<file path="src/logic/spill_settings.svh">
`ifndef SPILL_SETTINGS_SVH
`define SPILL_SETTINGS_SVH

// Tasks written per splitter slot in a single burst
`define TASKS_PER_CHUNK 4
`define LOG_SPLITTERS_PER_CHUNK 2

`define LOG_SPILL_DEPTH 4
`define LOG_ID_COUNT 2

// Spill memory model
`define MEM_LOG_WORDS 8
`define MEM_WRITE_DELAY 2

// Child timestamp is the group minimum when set, else the first task's
`define MIN_TS_MODE 1

`endif

</file>
<file path="src/logic/spill_pkg.sv">
`include "spill_settings.svh"

package spill_pkg;

   ////////////////////////////////////////
   // Task streams

   typedef struct packed {
      logic [31:0] ts;
      logic [15:0] locale;
      logic [3:0]  ttype;
   } task_t;

   typedef struct packed {
      logic [31:0] ts;
      logic [15:0] slot_id;
   } child_task_t;

   typedef logic [$bits(task_t)-1:0] mem_word_t;   // One spilled task per word

   ////////////////////////////////////////
   // Register port

   typedef struct packed {
      logic [7:0]  waddr;
      logic [31:0] wdata;
   } reg_wr_t;

   typedef struct packed {
      logic [31:0] rdata;
   } reg_rd_t;

   localparam logic [7:0] REG_START          = 8'h00;
   localparam logic [7:0] REG_SPILL_BASE     = 8'h04;
   localparam logic [7:0] REG_STACK_BASE     = 8'h08;
   localparam logic [7:0] REG_STACK_PTR_ADDR = 8'h0c;
   localparam logic [7:0] REG_NUM_ENQ        = 8'h10;
   localparam logic [7:0] REG_NUM_DEQ        = 8'h14;

   ////////////////////////////////////////
   // Memory channels

   typedef struct packed {
      logic [15:0]               addr;
      logic [7:0]                len;   // Beats minus one
      logic [`LOG_ID_COUNT-1:0]  id;
   } mem_aw_t;

   typedef struct packed {
      mem_word_t data;
      logic      last;
   } mem_w_t;

   typedef struct packed {
      logic [`LOG_ID_COUNT-1:0] id;
   } mem_b_t;

   typedef struct packed {
      logic [15:0] addr;
   } mem_ar_t;

   typedef struct packed {
      logic [`MEM_LOG_WORDS-1:0] addr;
      mem_word_t                 data;
   } mem_load_t;

endpackage

</file>
<file path="src/logic/id_free_list.sv">
`timescale 1ns/1ps

module id_free_list #(
   parameter int LOG_COUNT = 2
) (
   input  logic                 clk,
   input  logic                 rstn,
   input  logic                 put_en,
   input  logic [LOG_COUNT-1:0] put_id,
   input  logic                 take_en,
   output logic [LOG_COUNT-1:0] next_id,
   output logic                 empty
);

   localparam int COUNT = 1 << LOG_COUNT;

   logic [LOG_COUNT-1:0] ids [COUNT];
   logic [LOG_COUNT-1:0] head;
   logic [LOG_COUNT-1:0] tail;
   logic [LOG_COUNT:0]   count;

   always_ff @(posedge clk) begin
      if (!rstn) begin
         for (int i = 0; i < COUNT; i++) begin
            ids[i] <= LOG_COUNT'(i);   // Every identifier starts out free
         end
         head  <= '0;
         tail  <= '0;
         count <= (LOG_COUNT+1)'(COUNT);
      end else begin
         if (put_en) begin
            ids[tail] <= put_id;
            tail      <= tail + 1'b1;
         end
         if (take_en) head <= head + 1'b1;
         case ({put_en, take_en})
            2'b10:   count <= count + 1'b1;
            2'b01:   count <= count - 1'b1;
            default: ;
         endcase
      end
   end

   assign next_id = ids[head];
   assign empty   = (count == '0);

   assert property (@(posedge clk) disable iff (!rstn) take_en |-> !empty)
      else $error("id_free_list: identifier taken from an empty pool");

endmodule

</file>
<file path="src/logic/sync_fifo.sv">
`timescale 1ns/1ps

module sync_fifo #(
   parameter int WIDTH     = 8,
   parameter int LOG_DEPTH = 4
) (
   input  logic               clk,
   input  logic               rstn,
   input  logic               wr_en,
   input  logic [WIDTH-1:0]   wr_data,
   input  logic               rd_en,
   output logic [WIDTH-1:0]   rd_data,
   output logic               full,
   output logic               empty,
   output logic [LOG_DEPTH:0] size
);

   localparam int DEPTH = 1 << LOG_DEPTH;

   logic [WIDTH-1:0]     mem [DEPTH];
   logic [LOG_DEPTH-1:0] wr_ptr;
   logic [LOG_DEPTH-1:0] rd_ptr;

   always_ff @(posedge clk) begin
      if (wr_en) begin
         mem[wr_ptr] <= wr_data;
      end
   end

   always_ff @(posedge clk) begin
      if (!rstn) begin
         wr_ptr <= '0;
         rd_ptr <= '0;
         size   <= '0;
      end else begin
         if (wr_en) wr_ptr <= wr_ptr + 1'b1;
         if (rd_en) rd_ptr <= rd_ptr + 1'b1;
         case ({wr_en, rd_en})
            2'b10:   size <= size + 1'b1;
            2'b01:   size <= size - 1'b1;
            default: ;
         endcase
      end
   end

   assign rd_data = mem[rd_ptr];   // Head is visible without a read
   assign empty   = (size == '0);
   assign full    = (size == (LOG_DEPTH+1)'(DEPTH));

   assert property (@(posedge clk) disable iff (!rstn) wr_en |-> !full)
      else $error("sync_fifo: write while full");
   assert property (@(posedge clk) disable iff (!rstn) rd_en |-> !empty)
      else $error("sync_fifo: read while empty");

endmodule

</file>
<file path="src/logic/task_coalescer.sv">
`timescale 1ns/1ps
`include "spill_settings.svh"

module task_coalescer (
   input  logic                   clk,
   input  logic                   rstn,
   input  logic                   overflow_valid,
   output logic                   overflow_ready,
   input  spill_pkg::task_t       overflow_task,
   output logic                   child_valid,
   input  logic                   child_ready,
   output spill_pkg::child_task_t child_task,
   input  logic                   reg_wvalid,
   input  spill_pkg::reg_wr_t     reg_wr,
   input  logic                   reg_arvalid,
   input  logic [7:0]             reg_araddr,
   output logic                   reg_rvalid,
   output spill_pkg::reg_rd_t     reg_rd,
   input  logic                   lock_in,
   output logic                   lock_out,
   output logic                   aw_valid,
   input  logic                   aw_ready,
   output spill_pkg::mem_aw_t     aw,
   output logic                   w_valid,
   input  logic                   w_ready,
   output spill_pkg::mem_w_t      w,
   input  logic                   b_valid,
   output logic                   b_ready,
   input  spill_pkg::mem_b_t      b,
   output logic                   ar_valid,
   output spill_pkg::mem_ar_t     ar,
   input  logic                   r_valid,
   input  spill_pkg::mem_word_t   r_data
);

   localparam int ID_COUNT  = 1 << `LOG_ID_COUNT;
   localparam int LOG_TPC   = $clog2(`TASKS_PER_CHUNK);
   localparam int SLOT_BITS = `LOG_SPLITTERS_PER_CHUNK;

   typedef enum logic [3:0] {
      S_INIT, S_GRAB_LOCK, S_CHECK_LOCK,
      S_READ_PTR, S_READ_PTR_WAIT,
      S_WRITE_PTR, S_PTR_WAIT,
      S_READ_TOP, S_READ_TOP_WAIT,
      S_RELEASE_LOCK, S_IDLE,
      S_WRITE_GROUP, S_WRITE_WAIT
   } state_t;

   state_t state;
   state_t state_next;
   logic [LOG_TPC:0] tasks_left;
   logic [LOG_TPC:0] tasks_left_next;

   logic                     start;
   logic [15:0]              spill_base;
   logic [15:0]              stack_base;
   logic [15:0]              ptr_addr;
   logic [31:0]              num_enq;
   logic [31:0]              num_deq;

   logic [15:0]              stack_ptr;
   logic [15:0]              slot_id;
   logic [31:0]              group_ts;
   logic [31:0]              group_ts_next;
   logic [`LOG_ID_COUNT-1:0] burst_id;
   logic [`LOG_ID_COUNT-1:0] ptr_id;
   logic [`LOG_ID_COUNT-1:0] next_id;
   logic                     id_empty;
   spill_pkg::child_task_t   pending [ID_COUNT];

   spill_pkg::task_t         spill_head;
   logic                     spill_full;
   logic                     spill_empty;
   logic                     spill_rd_en;
   logic                     child_full;
   logic                     child_empty;

   logic beat_fire;
   logic b_fire;
   logic ptr_resp;

   ////////////////////////////////////////
   // Spill FIFO and identifier pool

   assign overflow_ready = !spill_full;

   sync_fifo #(
      .WIDTH($bits(spill_pkg::task_t)),
      .LOG_DEPTH(`LOG_SPILL_DEPTH)
   ) spill_fifo (
      .clk(clk),
      .rstn(rstn),
      .wr_en(overflow_valid && overflow_ready),
      .wr_data(overflow_task),
      .rd_en(spill_rd_en),
      .rd_data(spill_head),
      .full(spill_full),
      .empty(spill_empty),
      .size()
   );

   id_free_list #(
      .LOG_COUNT(`LOG_ID_COUNT)
   ) id_pool (
      .clk(clk),
      .rstn(rstn),
      .put_en(b_fire),
      .put_id(b.id),
      .take_en(aw_valid && aw_ready),
      .next_id(next_id),
      .empty(id_empty)
   );

   ////////////////////////////////////////
   // Lock and burst FSM

   always_ff @(posedge clk) begin
      if (!rstn) begin
         state      <= S_INIT;
         tasks_left <= '0;
         lock_out   <= 1'b0;
      end else begin
         state      <= state_next;
         tasks_left <= tasks_left_next;
         // The outside side wins a tie for the lock
         if (state == S_GRAB_LOCK && !lock_in) lock_out <= 1'b1;
         else if (state == S_CHECK_LOCK) lock_out <= !lock_in;
         else if (state == S_RELEASE_LOCK) lock_out <= 1'b0;
      end
   end

   assign beat_fire = (state == S_WRITE_GROUP) && w_valid && w_ready;

   always_comb begin
      group_ts_next = group_ts;
      if (tasks_left == (LOG_TPC+1)'(`TASKS_PER_CHUNK)) begin
         group_ts_next = spill_head.ts;
      end else if (`MIN_TS_MODE != 0 && spill_head.ts < group_ts) begin
         group_ts_next = spill_head.ts;
      end
   end

   always_ff @(posedge clk) begin
      if (state == S_READ_PTR_WAIT && r_valid) stack_ptr <= r_data[15:0];
      if (state == S_READ_TOP_WAIT && r_valid) begin
         slot_id <= r_data[15:0] << SLOT_BITS;   // First slot of the new chunk
      end else if (state == S_WRITE_WAIT) begin
         slot_id <= slot_id + 16'd1;
      end
      if (aw_valid && aw_ready) begin
         if (state == S_WRITE_PTR) ptr_id <= next_id;
         else burst_id <= next_id;
      end
      if (beat_fire) group_ts <= group_ts_next;
      if (beat_fire && w.last) begin
         pending[burst_id] <= '{ts: group_ts_next, slot_id: slot_id};
      end
   end

   always_comb begin
      state_next      = state;
      tasks_left_next = tasks_left;
      spill_rd_en     = 1'b0;
      aw_valid        = 1'b0;
      aw              = '0;
      aw.id           = next_id;
      w_valid         = 1'b0;
      w               = '0;
      ar_valid        = 1'b0;
      ar              = '0;
      case (state)
         S_INIT: begin
            if (start && !spill_empty && !id_empty) state_next = S_GRAB_LOCK;
         end
         S_GRAB_LOCK: begin
            if (!lock_in) state_next = S_CHECK_LOCK;
         end
         S_CHECK_LOCK: begin
            state_next = lock_in ? S_GRAB_LOCK : S_READ_PTR;
         end
         S_READ_PTR: begin
            ar_valid   = 1'b1;
            ar.addr    = ptr_addr;
            state_next = S_READ_PTR_WAIT;
         end
         S_READ_PTR_WAIT: begin
            if (r_valid) state_next = S_WRITE_PTR;
         end
         S_WRITE_PTR: begin   // Single beat sent with its address
            aw_valid = 1'b1;
            aw.addr  = ptr_addr;
            w_valid  = 1'b1;
            w.data   = spill_pkg::mem_word_t'(stack_ptr + 16'd1);
            w.last   = 1'b1;
            if (aw_ready) state_next = S_PTR_WAIT;
         end
         S_PTR_WAIT: begin
            if (ptr_resp) state_next = S_READ_TOP;
         end
         S_READ_TOP: begin
            ar_valid   = 1'b1;
            ar.addr    = stack_base + stack_ptr;
            state_next = S_READ_TOP_WAIT;
         end
         S_READ_TOP_WAIT: begin
            if (r_valid) state_next = S_RELEASE_LOCK;
         end
         S_RELEASE_LOCK: begin
            state_next = S_IDLE;
         end
         S_IDLE: begin
            if (!start) begin
               state_next = S_INIT;
            end else if (!spill_empty && !id_empty) begin
               aw_valid        = 1'b1;
               aw.addr         = spill_base + (slot_id << LOG_TPC);
               aw.len          = 8'(`TASKS_PER_CHUNK - 1);
               tasks_left_next = (LOG_TPC+1)'(`TASKS_PER_CHUNK);
               if (aw_ready) state_next = S_WRITE_GROUP;
            end
         end
         S_WRITE_GROUP: begin
            if (!spill_empty) begin
               w_valid = 1'b1;
               w.data  = spill_head;
               w.last  = (tasks_left == 1);
               if (w_ready) begin
                  spill_rd_en     = 1'b1;
                  tasks_left_next = tasks_left - 1'b1;
                  if (tasks_left == 1) state_next = S_WRITE_WAIT;
               end
            end
         end
         S_WRITE_WAIT: begin   // Last slot of the chunk sends us back for a new one
            state_next = (slot_id[SLOT_BITS-1:0] == '1) ? S_INIT : S_IDLE;
         end
         default: state_next = S_INIT;
      endcase
   end

   ////////////////////////////////////////
   // Child tasks from write responses

   assign b_ready  = !child_full;
   assign b_fire   = b_valid && b_ready;
   assign ptr_resp = b_fire && (state == S_PTR_WAIT) && (b.id == ptr_id);

   sync_fifo #(
      .WIDTH($bits(spill_pkg::child_task_t)),
      .LOG_DEPTH(`LOG_SPILL_DEPTH)
   ) child_fifo (
      .clk(clk),
      .rstn(rstn),
      .wr_en(b_fire && !ptr_resp),
      .wr_data(pending[b.id]),
      .rd_en(child_valid && child_ready),
      .rd_data(child_task),
      .full(child_full),
      .empty(child_empty),
      .size()
   );

   assign child_valid = !child_empty;

   ////////////////////////////////////////
   // Registers and counters

   always_ff @(posedge clk) begin
      if (!rstn) begin
         start      <= 1'b0;
         num_enq    <= '0;
         num_deq    <= '0;
         reg_rvalid <= 1'b0;
      end else begin
         if (reg_wvalid && reg_wr.waddr == spill_pkg::REG_START) start <= reg_wr.wdata[0];
         if (child_valid && child_ready) num_enq <= num_enq + 32'd1;
         if (overflow_valid && overflow_ready) num_deq <= num_deq + 32'd1;
         reg_rvalid <= reg_arvalid;
      end
   end

   always_ff @(posedge clk) begin
      if (reg_wvalid) begin
         case (reg_wr.waddr)
            spill_pkg::REG_SPILL_BASE:     spill_base <= reg_wr.wdata[15:0];
            spill_pkg::REG_STACK_BASE:     stack_base <= reg_wr.wdata[15:0];
            spill_pkg::REG_STACK_PTR_ADDR: ptr_addr   <= reg_wr.wdata[15:0];
            default: ;
         endcase
      end
      if (reg_arvalid) begin
         case (reg_araddr)
            spill_pkg::REG_NUM_ENQ: reg_rd.rdata <= num_enq;
            spill_pkg::REG_NUM_DEQ: reg_rd.rdata <= num_deq;
            default:                reg_rd.rdata <= 32'd0;
         endcase
      end
   end

   // A child keeps valid and its contents until it is taken
   assert property (@(posedge clk) disable iff (!rstn)
      child_valid && !child_ready |=> child_valid && $stable(child_task))
      else $error("task_coalescer: child dropped or changed before it was taken");

endmodule

</file>
<file path="config.mk">
export PLATFORM = sky130hd
export DESIGN_NAME = task_coalescer
export DESIGN_NICKNAME = d
export VERILOG_FILES = /design/src/logic/spill_pkg.sv /design/src/logic/id_free_list.sv /design/src/logic/sync_fifo.sv /design/src/logic/task_coalescer.sv
export VERILOG_INCLUDE_DIRS = /design/src /design/src/logic
export SDC_FILE = /design/constraint.sdc
export NUM_CORES = 2
export LEC_CHECK = 0
export BUFFER_PORTS_ARGS = -buffer_cell sky130_fd_sc_hd__buf_2
export CORE_MARGIN = 5
export CORE_UTILIZATION = 61
export CTS_CLUSTER_DIAMETER = 80
export DETAILED_ROUTE_END_ITERATION = 10
export PLACE_DENSITY = 0.89
export SYNTH_ARGS = -nofsm -noshare
export SYNTH_HDL_FRONTEND = slang
export SYNTH_SLANG_ARGS = --single-unit
export TNS_END_PERCENT = 30
</file>
<file path="constraint.sdc">
create_clock -name clk -period 7.1 [get_ports clk]
set_input_delay 0.355 -clock clk [delete_from_list [all_inputs] [get_ports clk]]
set_output_delay 0.355 -clock clk [all_outputs]
set_load 0.02 [all_outputs]
</file>
# == After elaboration in Yosys (flattened, before gate mapping) ==
# Memories as Yosys holds them, arrays and structs flattened. A register that Yosys moved wholly into a read port is not among the register bits.
# Index checks and enable logic that the tools add are counted.
# word_totals
register_bits,255
ramBits,1800
input_bits,165
output_inout_bits,183
elab_cells,203
mem_count,4
# classes
add_sub_neg,19
magnitude_cmp,1
n_eq_ne,42
mux,66
bitwise,1
n_reduce_logical,44
# memory_table
memory,words,width,rd,rd_clocked_by_memory_dff,wr,line_no,text
spill_fifo.mem,16,52,1,1,1,sync_fifo.sv:20,logic [WIDTH-1:0] mem [DEPTH];
child_fifo.mem,16,48,1,1,1,sync_fifo.sv:20,
pending,4,48,1,0,1,task_coalescer.sv:69,spill_pkg::child_task_t pending [ID_COUNT];
id_pool.ids,4,2,1,1,4,id_free_list.sv:17,logic [LOG_COUNT-1:0] ids [COUNT];
# ops
cell,n
$pmux W53 S2,1
$mux W4,17
$add A32 B1 Y32 const B,2
$mux W32,2
$pmux W16 S2,2
$pmux W32 S2,1
$mux W53,1
$pmux W4 S13,1
$mux W24,2
$add A16 B16 Y16,2
$lt A32 B32 Y1,1
$mux W16,2
$mux W1,21
$eq A4 B4 Y1 const B,5
$ne A2 B2 Y1 const B,10
$pmux W5 S2,2
$add A16 B1 Y17 const B,1
$logic_and A1 B1 Y1,17
$add A16 B1 Y16 const B,1
$add A4 B1 Y4 const B,4
$eq A4 B3 Y1 const B,4
$eq A8 B4 Y1 const B,2
$eq A8 B5 Y1 const B,2
$mux W3,4
other kinds (32),66

# == Longest topological paths before layout ==
# depth
depth_word,9
depth_mapped,16
mapped_depth_nobuf,14

# == Modules after synthesis ==
# Synthesis repeated with hierarchy kept, for this count alone.
# hier_totals
cells_unflattened,4239
hier_area_um2,82046.2
# modules_own_cells
mod,n_inst,cells_each,area_per_inst_um2,seq_area_each_um2
sync_fifo (spill_fifo),1,1381,32034.5,25324.3
sync_fifo (child_fifo),1,1285,29603.4,23402.4
task_coalescer,1,1508,19653.8,11671.2
id_free_list,1,65,754.5,420.4

# == Least setup slack after synthesis ==
# No wires, ideal clock.
# synth_path
path_kind,flip-flop to flip-flop
startpoint,register child_fifo.size[0]
endpoint,"memory child_fifo.mem[3][0] (netlist bit), enable pin"
setup_ns,0.513
arrival_ns,5.026
required_ns,6.587
path_slack_ns,1.561
stages_incl_launch_ff,8
path_buffers,0
period_less_slack_ns,5.539
cell_sequence,dfxtp_1 nor4_1 nand2_1 and2_0 clkinv_1 nor2_1 nand2_1 nor3_1
# synth_via
elab_chain_cells,9
# synth_lines
element,line_no,text
"start, declared",sync_fifo.sv:15,output logic [LOG_DEPTH:0] size
"start signal, assigned",sync_fifo.sv:39,2'b10: size <= size + 1'b1;
"start signal, assigned",sync_fifo.sv:40,2'b01: size <= size - 1'b1;
$eq A5 B5 Y1 *,sync_fifo.sv:48,assign full = (size == (LOG_DEPTH+1)'(DEPTH));
$logic_not A1 Y1 *,task_coalescer.sv:244,assign b_ready = !child_full;
via b_ready,task_coalescer.sv:28,"output logic b_ready,"
$logic_and A1 B1 Y1 *,task_coalescer.sv:245,assign b_fire = b_valid && b_ready;
$logic_and A1 B1 Y1 (2 in a row),task_coalescer.sv:246,assign ptr_resp = b_fire && (state == S_PTR_WAIT) && (b.id == ptr_id);
$logic_not A1 Y1,task_coalescer.sv:254,".wr_en(b_fire && !ptr_resp),"
$logic_and A1 B1 Y1 *,task_coalescer.sv:254,
$mux W1 *,sync_fifo.sv:25,if (wr_en) begin
$mux W1 (not written as such) *,sync_fifo.sv:26,mem[wr_ptr] <= wr_data;
"end, declared",sync_fifo.sv:20,
# Mark *: on every way through the listed nets, which the timed path passes. The rest lies on a longest branch.

==> results.sh <==
export IMPL_status="completed"
export IMPL_ant_nets=0
export IMPL_cts_root_buf="clkbuf_16"
export IMPL_syn2layout_area_growth_pct=13.00
export IMPL_min_delay_path_depth=4
export IMPL_clkTransAtPathRegs_ns=0.06
export IMPL_cp_max_fo=29
export IMPL_max_freq_mhz=186.2
export IMPL_multi_input_area_sq_um=20150
export IMPL_dp_cells=5927
export IMPL_drive_gt1_share_pct=27.26
export IMPL_drcViolationCount=0
export IMPL_core_sq_um=133300
export IMPL_gr_total_overflow=0
export IMPL_grt_pass1_vias=45440
export IMPL_whs_endpoint="num_enq[1]"
export IMPL_boundaryPins=348
export IMPL_min_from="child_ready"
export IMPL_worstPathCellList="buf_4, mux4_2, mux4_2, ha_1, a21oi_1, o221ai_1, a221oi_1, o21ai_0, a31oi_4, buf_4, mux2_2"
export IMPL_worst_pin_slew_ns=1.298
export IMPL_synthCells=3982
export IMPL_yosys_cell_count_top_type="edfxtp_1"
export IMPL_path_class="register to register"
export IMPL_finalCriticalPeriod_ns=5.371
export IMPL_num_nets_final=4694
export IMPL_cts_tree="built"
export IMPL_rsz0062_at_grt="false"
export IMPL_grt_usage_pct=31.66
export IMPL_ff2ff_path_depth=11
export IMPL_worstHoldPathType="input port to register"
export IMPL_antenna_found_initial=25
export IMPL_drt_pre_antenna_iters=7
export IMPL_gp_congestion=0.8574
export IMPL_post_dp_hpwl_microns=119300
export IMPL_crit_slowest_cell="dfxtp_4"
export IMPL_drv_cap=0
export IMPL_layout_setup_ws_ns=1.729
export IMPL_grt_max_degree=154
export IMPL_regArea_sq_um=60840
export IMPL_dp_slack_ns=1.832
export IMPL_vias=44380
export IMPL_ctsHtreeMaxLevel=4
export IMPL_synth_top_area_share_pct=71.44
export IMPL_slew_headroom_pct=13.27
export IMPL_via_per_inst=6.963
export IMPL_yosysWarnings=0
export IMPL_clock_path_buffers=3
export IMPL_p_per_area_nw_per_um2=282.0
export IMPL_ys_top_cells_by_area="edfxtp_1, mux4_2, dfxtp_1, ha_1, xnor2_1"
export IMPL_yosysTopAreaCell="edfxtp_1"
export IMPL_fin_skew_ns=0.03583
export IMPL_setup_violations=0
export IMPL_ys_types=67
export IMPL_ys_seq_area_share_pct=74.35
export IMPL_grt_pass1_wl_microns=320700
export IMPL_finalHoldViolations=0
export IMPL_wl_microns=222800
export IMPL_peakVddDrop_v=0.0002896
export IMPL_cts_sinks=2065
export IMPL_n_fill_cell=7432
export IMPL_layout_cells_non_filler=6374
export IMPL_io_buffer_count=289
export IMPL_r2r_slack_ns=1.73
export IMPL_start_kind="register"
export IMPL_required_ns=7.63
export IMPL_p_leak_nw=29.74
export IMPL_crit_path_max_incr_delay_ns=0.80
export IMPL_synthArstFlopShare_pct=0
export IMPL_period_share_pct=75.65
export IMPL_die_h_microns=376.2
export IMPL_initial_utilization_pct=61.37
export IMPL_maxSlewViolCount=0
export IMPL_worstPathArrival_ns=5.90
export IMPL_yosys_register_bits=2065
export IMPL_synthTopCellsByCount="edfxtp_1, mux4_2, nand2_1"
export IMPL_dieWidth_microns=376.2
export IMPL_numCtsBuffers=193
export IMPL_worst_setup_path_end_kind="register"
export IMPL_r2r_end="pending[2][34]"
export IMPL_syn_area_sq_um=81800
export IMPL_synth_area_per_cell_sq_um=20.54
export IMPL_synth_edf_count=1946
export IMPL_setup_tns_ns=0
export IMPL_drt_iter0_drc=6871
export IMPL_wire_per_inst_microns=34.96
export IMPL_insertion_delay_ns=0.83
export IMPL_rows=134
export IMPL_die_area_sq_um=141500
export IMPL_synth_ff_type="edfxtp_1"
critical path, delay by kind of cell, from the launching register on:
family / cells / cell delay, ns
adder cells (fa/ha/maj): 1 / 0.34
flip-flops: 1 / 0.80
multiplexers: 3 / 1.71
AO/OA/AOI/OAI: 5 / 1.09
buffers and inverters: 2 / 1.07
metal layers:
layer | GRT usage, % | vias to the layer above | part of all wire [%]
met1 | 39.15 | 22560 | 32
met2 | 52.96 | 3828 | 51
met5 | 0 | - | 0.045
met3 | 7.913 | 802 | 12
met4 | 15.41 | 14 | 5.7
li1 | - | 17180 | -
cell usage in the layout (no fill, tap or decap), drive strengths merged, types with 15 or more instances in the layout:
master and instances:
a21oi 36, a22o 24, and2 99, and3 49, buf 361, clkbuf 251, clkinv 76, dfxtp 119
dlygate4sd3 85, edfxtp 1946, ha 85, inv 88, mux2 31, mux2i 39, mux4 549, nand2 143
nand2b 19, nand3 51, nand4 30, nor2 104, nor2b 15, nor3 25, o21ai 83, xnor2 101
xor2 38
power by group:
part	internal, mW	leakage, nW	switching (mW)
sequential	13.5	18.6	0.161
clock	5.49	2.91	4.58
combinational	0.981	8.25	1.32
total	20.0	29.7	6.06
final cells by class:
cell class / instances / share of cell area, %
repair buffers: 446 / 3.154
inverters: 80 / 0.3249
clock buffers: 251 / 5.610
well taps: 1768 / 2.393
diodes: 14 / 0.03790
clock inverters: 97 / 0.8515
multi-input cells: 1653 / 21.80
flip-flops and latches: 2065 / 65.83
metrics by stage:
stage                     hold WS, ns  cell area (sq um)  total power [mW]  util, %
final                         0.06856              92430             26.07    69.35
after detailed placement       0.5159              85570             16.17    64.20
after CTS                     0.01989              92400             26.01    69.32
after global routing          0.05193              92410             26.79    69.33
after floorplan                0.4539              81810             15.38        -
after global placement         0.4864              85570             16.04    64.20
sequential cells by signal, indices dropped and copies added, names as in the netlist, 5 cells and up, named ones only:
signal and cells:
slot_id 16, spill_base 16, stack_base 16, spill_fifo.size 5
num_enq 32, child_fifo.size 5, pending 192, num_deq 32
reg_rd 32, spill_fifo.mem 832, ptr_addr 16, id_pool.ids 8
group_ts 32, child_fifo.mem 768, stack_ptr 16
repair_timing:
item,in CTS,in global routing
setup buffers,0,0
gates resized for setup,0,0
hold buffers,85,0
endpoints found under the hold margin,912,0
worst max-delay path by stage:
stage	from	end	slack [ns]
after floorplan	child_fifo.size[0]	child_fifo.mem[3][0]	1.56
after CTS	register	pending[2][34]	1.69
final	register	pending[2][34]	1.73
after global routing	register	pending[0][37]	1.44
after global placement	register	pending[0][34]	1.87
after detailed placement	register	pending[0][34]	1.83
kinds of logic after synthesis:
group           share of synthesized area [%]
buf+inv                                 1.345
other cells                          0.004585
xor+xnor                                1.488
compound gates                          1.718
flops                                   74.35
mux                                     16.02
simple gates                            3.648
fa+ha+maj                               1.423
(Power assumes the default switching activity.)
